$ cat config.mk
export PLATFORM = sky130hd
export DESIGN_NAME = mesh_router
export DESIGN_NICKNAME = d
export VERILOG_FILES = /design/src/source/noc_addr_pkg.sv /design/src/source/noc_flit_pkg.sv /design/src/source/mesh_router.sv /design/src/source/output_stage.sv /design/src/source/route_unit.sv
export SDC_FILE = /design/constraint.sdc
export NUM_CORES = 1
export LEC_CHECK = 0
export BUFFER_PORTS_ARGS = -buffer_cell sky130_fd_sc_hd__buf_2
export CAP_MARGIN = 20
export CORE_ASPECT_RATIO = 0.8
export CORE_MARGIN = 8
export CORE_UTILIZATION = 35
export CTS_CLUSTER_DIAMETER = 60
export DETAILED_ROUTE_END_ITERATION = 12
export SETUP_SLACK_MARGIN = 0.5
export SLEW_MARGIN = 15
export SYNTH_ARGS = -nofsm -noshare
export SYNTH_HDL_FRONTEND = slang
export SYNTH_SLANG_ARGS = --single-unit
$ cat constraint.sdc
create_clock -name reset -period 6.3 [get_ports reset]
set_input_delay 1.575 -clock reset [delete_from_list [all_inputs] [get_ports reset]]
set_output_delay 1.575 -clock reset [all_outputs]
set_load 0.02 [all_outputs]
$ cat src/source/noc_addr_pkg.sv
`default_nettype none

package noc_addr_pkg;

   // ------------------------------
   // Mesh geometry
   // ------------------------------

   localparam int COORD_W = 8;   // Bits per coordinate
   localparam int DIR_W   = 3;   // Bits per direction code

   // Output directions of one tile
   localparam int NUM_DIRS = 5;

   // One position along an axis
   typedef logic [COORD_W-1:0] coord_t;

   // Tile address, y in the upper byte
   typedef struct packed {
      coord_t y;
      coord_t x;
   } node_addr_t;

   // ------------------------------
   // Direction codes
   // ------------------------------

   // North is increasing y, east is increasing x
   typedef enum logic [DIR_W-1:0] {
      dir_north = 3'd0,
      dir_east  = 3'd1,
      dir_south = 3'd2,
      dir_west  = 3'd3,
      dir_local = 3'd4   // Delivered to this tile
   } dir_e;

endpackage

`default_nettype wire

$ cat src/source/noc_flit_pkg.sv
`default_nettype none

package noc_flit_pkg;

   // ------------------------------
   // Flit format
   // ------------------------------

   localparam int WORD_W = 16;   // Data word of one flit

   // The data word has two readings:
   //   head flit  -> destination tile address
   //   other flit -> plain payload
   typedef union packed {
      logic [WORD_W-1:0]        payload;
      noc_addr_pkg::node_addr_t dest;
   } flit_word_u;

   // ------------------------------
   // Flit with packet markers
   // ------------------------------

   // Word on top, markers in the low two bits
   typedef struct packed {
      flit_word_u word;
      logic       sop;   // First flit of a packet
      logic       eop;   // Last flit of a packet
   } flit_t;

   // A packet of one flit has both sop and eop set.
   // The route is then decided and released on that single beat.

endpackage

`default_nettype wire

$ cat src/source/mesh_router.sv
`timescale 1ns/100ps
`default_nettype none

module mesh_router (
   input  wire                                                    reset,     // Clock
   input  wire                                                    clk,       // Async reset
   input  wire noc_addr_pkg::node_addr_t                          node_addr,
   input  wire                                                    in_valid,
   input  wire noc_flit_pkg::flit_t                               in_flit,
   output logic                                                   in_ready,
   output logic [noc_addr_pkg::NUM_DIRS-1:0]                      out_valid,
   output noc_flit_pkg::flit_t [noc_addr_pkg::NUM_DIRS-1:0]       out_flit,
   input  wire  [noc_addr_pkg::NUM_DIRS-1:0]                      out_ready
);

   // ------------------------------
   // Route unit to stages
   // ------------------------------

   logic [noc_addr_pkg::NUM_DIRS-1:0] stage_valid;   // One-hot while in_valid
   logic [noc_addr_pkg::NUM_DIRS-1:0] stage_ready;
   noc_flit_pkg::flit_t               stage_flit;    // Shared by all stages

   route_unit route_unit_inst (
      .reset       (reset),
      .clk         (clk),
      .node_addr   (node_addr),
      .in_valid    (in_valid),
      .in_flit     (in_flit),
      .in_ready    (in_ready),
      .stage_valid (stage_valid),
      .stage_flit  (stage_flit),
      .stage_ready (stage_ready)
   );

   // ------------------------------
   // Output stages
   // ------------------------------

   // Index d follows the dir_e code, north at 0 and local at 4
   for (genvar d = 0; d < noc_addr_pkg::NUM_DIRS; d++) begin : g_dir
      output_stage output_stage_inst (
         .reset     (reset),
         .clk       (clk),
         .in_valid  (stage_valid[d]),
         .in_flit   (stage_flit),
         .in_ready  (stage_ready[d]),
         .out_valid (out_valid[d]),
         .out_flit  (out_flit[d]),
         .out_ready (out_ready[d])
      );
   end

endmodule

`default_nettype wire

$ cat src/source/output_stage.sv
`timescale 1ns/100ps
`default_nettype none

module output_stage (
   input  wire                       reset,       // Clock
   input  wire                       clk,         // Async reset, active high
   input  wire                       in_valid,
   input  wire noc_flit_pkg::flit_t  in_flit,
   output logic                      in_ready,
   output logic                      out_valid,
   output noc_flit_pkg::flit_t       out_flit,
   input  wire                       out_ready
);

   logic load;   // Flit enters the register

   // ------------------------------
   // Handshake
   // ------------------------------

   // Free when empty, or when the held flit leaves this cycle
   assign in_ready = out_ready || !out_valid;

   assign load = in_valid && in_ready;

   // ------------------------------
   // Register
   // ------------------------------

   // Full after an accepted flit, empty once it drains with nothing behind it
   always_ff @(posedge reset or posedge clk) begin
      if (clk) begin
         out_valid <= 1'b0;
      end else if (load) begin
         out_valid <= 1'b1;
      end else if (out_ready) begin
         out_valid <= 1'b0;
      end
   end

   // Flit held steady while the sink stalls
   always_ff @(posedge reset) begin
      if (load) begin
         out_flit <= in_flit;
      end
   end

endmodule

`default_nettype wire

$ cat src/source/route_unit.sv
`timescale 1ns/100ps
`default_nettype none

module route_unit (
   input  wire                                reset,        // Clock
   input  wire                                clk,          // Async reset, active high
   input  wire noc_addr_pkg::node_addr_t      node_addr,    // Own tile coordinates
   input  wire                                in_valid,
   input  wire noc_flit_pkg::flit_t           in_flit,
   output logic                               in_ready,
   output logic [noc_addr_pkg::NUM_DIRS-1:0]  stage_valid,
   output noc_flit_pkg::flit_t                stage_flit,
   input  wire  [noc_addr_pkg::NUM_DIRS-1:0]  stage_ready
);

   // ------------------------------
   // Declarations
   // ------------------------------

   noc_addr_pkg::node_addr_t dest;        // Head word seen as an address
   noc_addr_pkg::dir_e       head_dir;    // Direction the head asks for
   noc_addr_pkg::dir_e       held_dir;    // Direction locked for the packet
   noc_addr_pkg::dir_e       cur_dir;     // Direction used this cycle

   logic y_gt;
   logic y_lt;
   logic x_gt;
   logic x_lt;
   logic at_node;

   logic pkt_active;   // Packet in progress, body flits follow held_dir
   logic xfer;         // Flit accepted this cycle
   logic head_xfer;
   logic tail_xfer;

   // ------------------------------
   // Route decision
   // ------------------------------

   // Only meaningful while the flit is a head
   assign dest = in_flit.word.dest;

   assign y_gt    = dest.y > node_addr.y;
   assign y_lt    = dest.y < node_addr.y;
   assign x_gt    = dest.x > node_addr.x;
   assign x_lt    = dest.x < node_addr.x;
   assign at_node = !y_gt && !y_lt && !x_gt && !x_lt;

   // Dimension order, y first, first match wins
   always_comb begin
      if (at_node) begin
         head_dir = noc_addr_pkg::dir_local;
      end else if (y_gt) begin
         head_dir = noc_addr_pkg::dir_north;
      end else if (x_gt) begin
         head_dir = noc_addr_pkg::dir_east;
      end else if (y_lt) begin
         head_dir = noc_addr_pkg::dir_south;
      end else begin
         // Same row and not east, so x is smaller
         head_dir = noc_addr_pkg::dir_west;
      end
   end

   // Body flits never look at their word, they keep the locked route
   assign cur_dir = pkt_active ? held_dir : head_dir;

   // ------------------------------
   // Steering
   // ------------------------------

   // One-hot valid towards the chosen stage
   always_comb begin
      stage_valid          = '0;
      stage_valid[cur_dir] = in_valid;
   end

   // Only the chosen stage can hold the input back
   assign in_ready = stage_ready[cur_dir];

   assign stage_flit = in_flit;   // Passed on unchanged

   // ------------------------------
   // Direction lock
   // ------------------------------

   assign xfer      = in_valid && in_ready;
   assign head_xfer = xfer && in_flit.sop && !pkt_active;
   assign tail_xfer = xfer && in_flit.eop;

   // Set by a head, cleared by the eop beat.
   // A single-flit packet hits both and ends up clear.
   always_ff @(posedge reset or posedge clk) begin
      if (clk) begin
         pkt_active <= 1'b0;
      end else if (tail_xfer) begin
         pkt_active <= 1'b0;
      end else if (head_xfer) begin
         pkt_active <= 1'b1;
      end
   end

   // Route of the packet now being forwarded
   always_ff @(posedge reset or posedge clk) begin
      if (clk) begin
         held_dir <= noc_addr_pkg::dir_local;
      end else if (head_xfer) begin
         held_dir <= head_dir;
      end
   end

endmodule

`default_nettype wire

==> impl_results.md <==
* Rows at 34
* Synthesized cell area at 0.00379 mm2
* Synth area leader: edfxtp_1
* Initial antenna violation count at 0
* Max clock buf depth at 2
* RSZ-0062 raised after global routing: no
* Setup TNS at 0 ns
* WS Path Type: input pin to output pin
* Fin nets at 433
* First-pass GRT wire length at 14100 um
* Share of cells above drive strength 1 at 0.479
* Max-slew violations at 0
* Area Growth Syn to Fin at 32.8%
* Pwr Density at 362 mW/mm2
* Worst path max stage delay at 0.47 ns
* DIE WIDTH at 132 um
* Syn avg cell area at 17.1 um2
* Setup violators final at 0
* Die area at 0.0144 mm2
* Total power at 0.00182 W
* Clk_skew at 0.00615 ns
* CTS root buf: clkbuf_16
* H-Tree Depth at 3
* DR pass1 iterations at 4
* Dpl cell area at 0.00467 mm2
* Leakage at 2.13 nW
* IR drop worst, VDD at 0.000220 V
* GRT overflow at 0
* Seq cells post-synth at 99
* Clock latency on the worst-skew pair at 0.34 ns
* Slew HR at 0.535
* Syn Nets at 279
* Post-DRT Antenna Nets at 0
* Status: completed
* Period utilization at 0.896
* Vias in the first global route at 2541
* CTS tree: built
* Clock sinks at 99
* Leading register cell type out of synthesis: edfxtp_1
* Worst EP required at 4.72 ns
* YS warnings at 0
* CP cell instances: buf_2 > ha_1 > nand4_1 > or2_4 > a31o_1 > o41a_1 > a21o_1 > a311oi_4 > nor2_2 > inv_1 > clkbuf_4
* Final min period at 5.65 ns
* Gr usage total at 0.128
* Hold Crit Class: register to register
* Number of flops mapped to enable cells by yosys at 90
* Worst-margin pin slew at 0.695 ns
* Share of the synthesized area in the top cell type at 0.713
* DIE HEIGHT at 109 um
* Startpoint types: input pin
* Endpoint class of the critical path: output pin
* Initial drt markers at 113
* Drt total wl at 9350 um
* Max FO, Critical Path at 6
* Detailed Place HPWL at 6910 um
* I/O pin cnt at 138
* Starting density of the core at 0.353
* Post-DR wirelength/cell at 17.8 um
* Hold Slack at 0.511 ns
* Final core utilization at 0.469
* Final Hold Viols at 0
* Post-Synthesis Cells at 221
* Crit path DAT at 4.07 ns
* Core region area at 0.0107 mm2
* Total of max-cap violations at 0
* Ant diodes at 0
* F_max at 177 MHz
* Largest net degree at the start of global routing at 19
* CTS buffer count at 9
* Cell area after layout at 0.00503 mm2
* Vias at 2404
* Synth area leaders: edfxtp_1 (71%), dfrtp_1 (5.3%), ha_1 (5.3%)
* Vias/cell at 4.59
* Cell variety after synth at 45
* GPL Wtd Cong at 0.837
* Post-synth ARST share at 0.0909
* Sequential fraction of the synthesis area at 0.773
* Slowest CP cell: o41a_1
* IO buf count at 137
* Worst-path clk slew at 0.07 ns
* DRC Markers at 0
==> layout make-up <==
type	count	area [um2]
multi-input combinational	95	778
clock inverter	7	60.1
tap	144	180
sequential	99	2930
inverter	21	78.8
fill	987	5690
timing repair buffer	149	778
clock buffer	9	225
==> timing repair <==
item | CTS | global route
setup buffers | 0 | 6
gates resized for setup | 0 | 5
setup endpoints to repair | 0 | 1
hold buffers | 0 | 0
endpoints found under the hold margin | 0 | 0
==> stage by stage <==
step / setup slack [ns] / instances
floorplan: 0.941 / 221
global placement: 0.619 / 502
global route: 0.484 / 524
CTS: 0.629 / 518
finish: 0.654 / 524
detailed placement: 0.632 / 502
==> critical path: cells and delay by family <==
| kind | cells | cell delay (ns) |
|---|---|---|
| simple gates | 3 | 0.51 |
| buf+inv | 3 | 0.36 |
| compound gates | 4 | 1.29 |
| fa+ha+maj | 1 | 0.32 |
==> synthesized netlist by cell type, types with 3 or more instances <==
cell type  count
a21o_1         4
a21oi_1        8
and3_1         3
buf_4          5
dfrtp_1        8
edfxtp_1      90
ha_1          16
inv_1         21
nand2_1       11
nand2b_1       3
nand3_1        4
nor2_1         6
nor2b_1        3
o21ai_0        4
==> cell families after synthesis <==
kind of cell	count (synthesis)	share of synthesized area
AO/OA/AOI/OAI	41	0.0888
flip-flops	99	0.773
adder cells (fa/ha/maj)	16	0.0528
buffers and inverters	27	0.0317
multiplexers	1	0.00396
AND/OR/NAND/NOR	37	0.0495
==> final timing paths <==
kind	start	cells after the start	end	slack, ns
worst max-delay path	in_flit[9]	11	in_ready	0.65
worst min-delay path	route_unit_inst.held_dir[1]	1	route_unit_inst.held_dir[1]	0.51
worst max register to register	route_unit_inst.pkt_active	6	g_dir[0].output_stage_inst.out_flit[6]	3.67
worst min register to register	route_unit_inst.held_dir[1]	1	route_unit_inst.held_dir[1]	0.51
max in group asynchronous	clk	2	route_unit_inst.held_dir[2]	4.80
min in group asynchronous	clk	2	g_dir[3].output_stage_inst.out_valid	1.19
==> registers in the layout, indices dropped and copies added (netlist names) <==
register,count
g_dir.output_stage_inst.out_flit,90
g_dir.output_stage_inst.out_valid,5
route_unit_inst.pkt_active,1
route_unit_inst.held_dir,3
==> cell usage in the layout (no fill, tap or decap), types with 2 or more instances in the layout <==
cell type / Yosys / layout
and3_1: 3 / 3
o41ai_2: 0 / 2
o21ai_0: 4 / 4
a21o_1: 4 / 4
inv_6: 0 / 3
nand3_1: 4 / 4
a2bb2oi_1: 2 / 2
nor2b_1: 3 / 2
inv_1: 21 / 21
o41a_1: 2 / 2
clkinv_4: 0 / 2
edfxtp_1: 90 / 90
a21oi_1: 8 / 8
nor2_1: 6 / 3
clkbuf_16: 0 / 9
nor2_2: 0 / 3
buf_4: 5 / 12
dfrtp_1: 8 / 8
nand2_1: 11 / 11
buf_2: 0 / 136
ha_1: 16 / 16
nand4_1: 2 / 2
nand2b_1: 3 / 3
==> layer usage <==
layer | track usage | up-vias | part of all wire
met3 | 0.0589 | 11 | 0.082
li1 | - | 1152 | -
met1 | 0.152 | 1158 | 0.44
met5 | 0 | - | 0
met2 | 0.205 | 83 | 0.46
met4 | 0.0396 | 0 | 0.011
==> report_power, final <==
| group | internal, W | switching [W] |
|---|---|---|
| Clock | 0.000275 | 0.000239 |
| Sequential | 0.000827 | 0.0000341 |
| Combinational | 0.000149 | 0.000297 |
No activity file was read; power rests on OpenSTA's default activity.
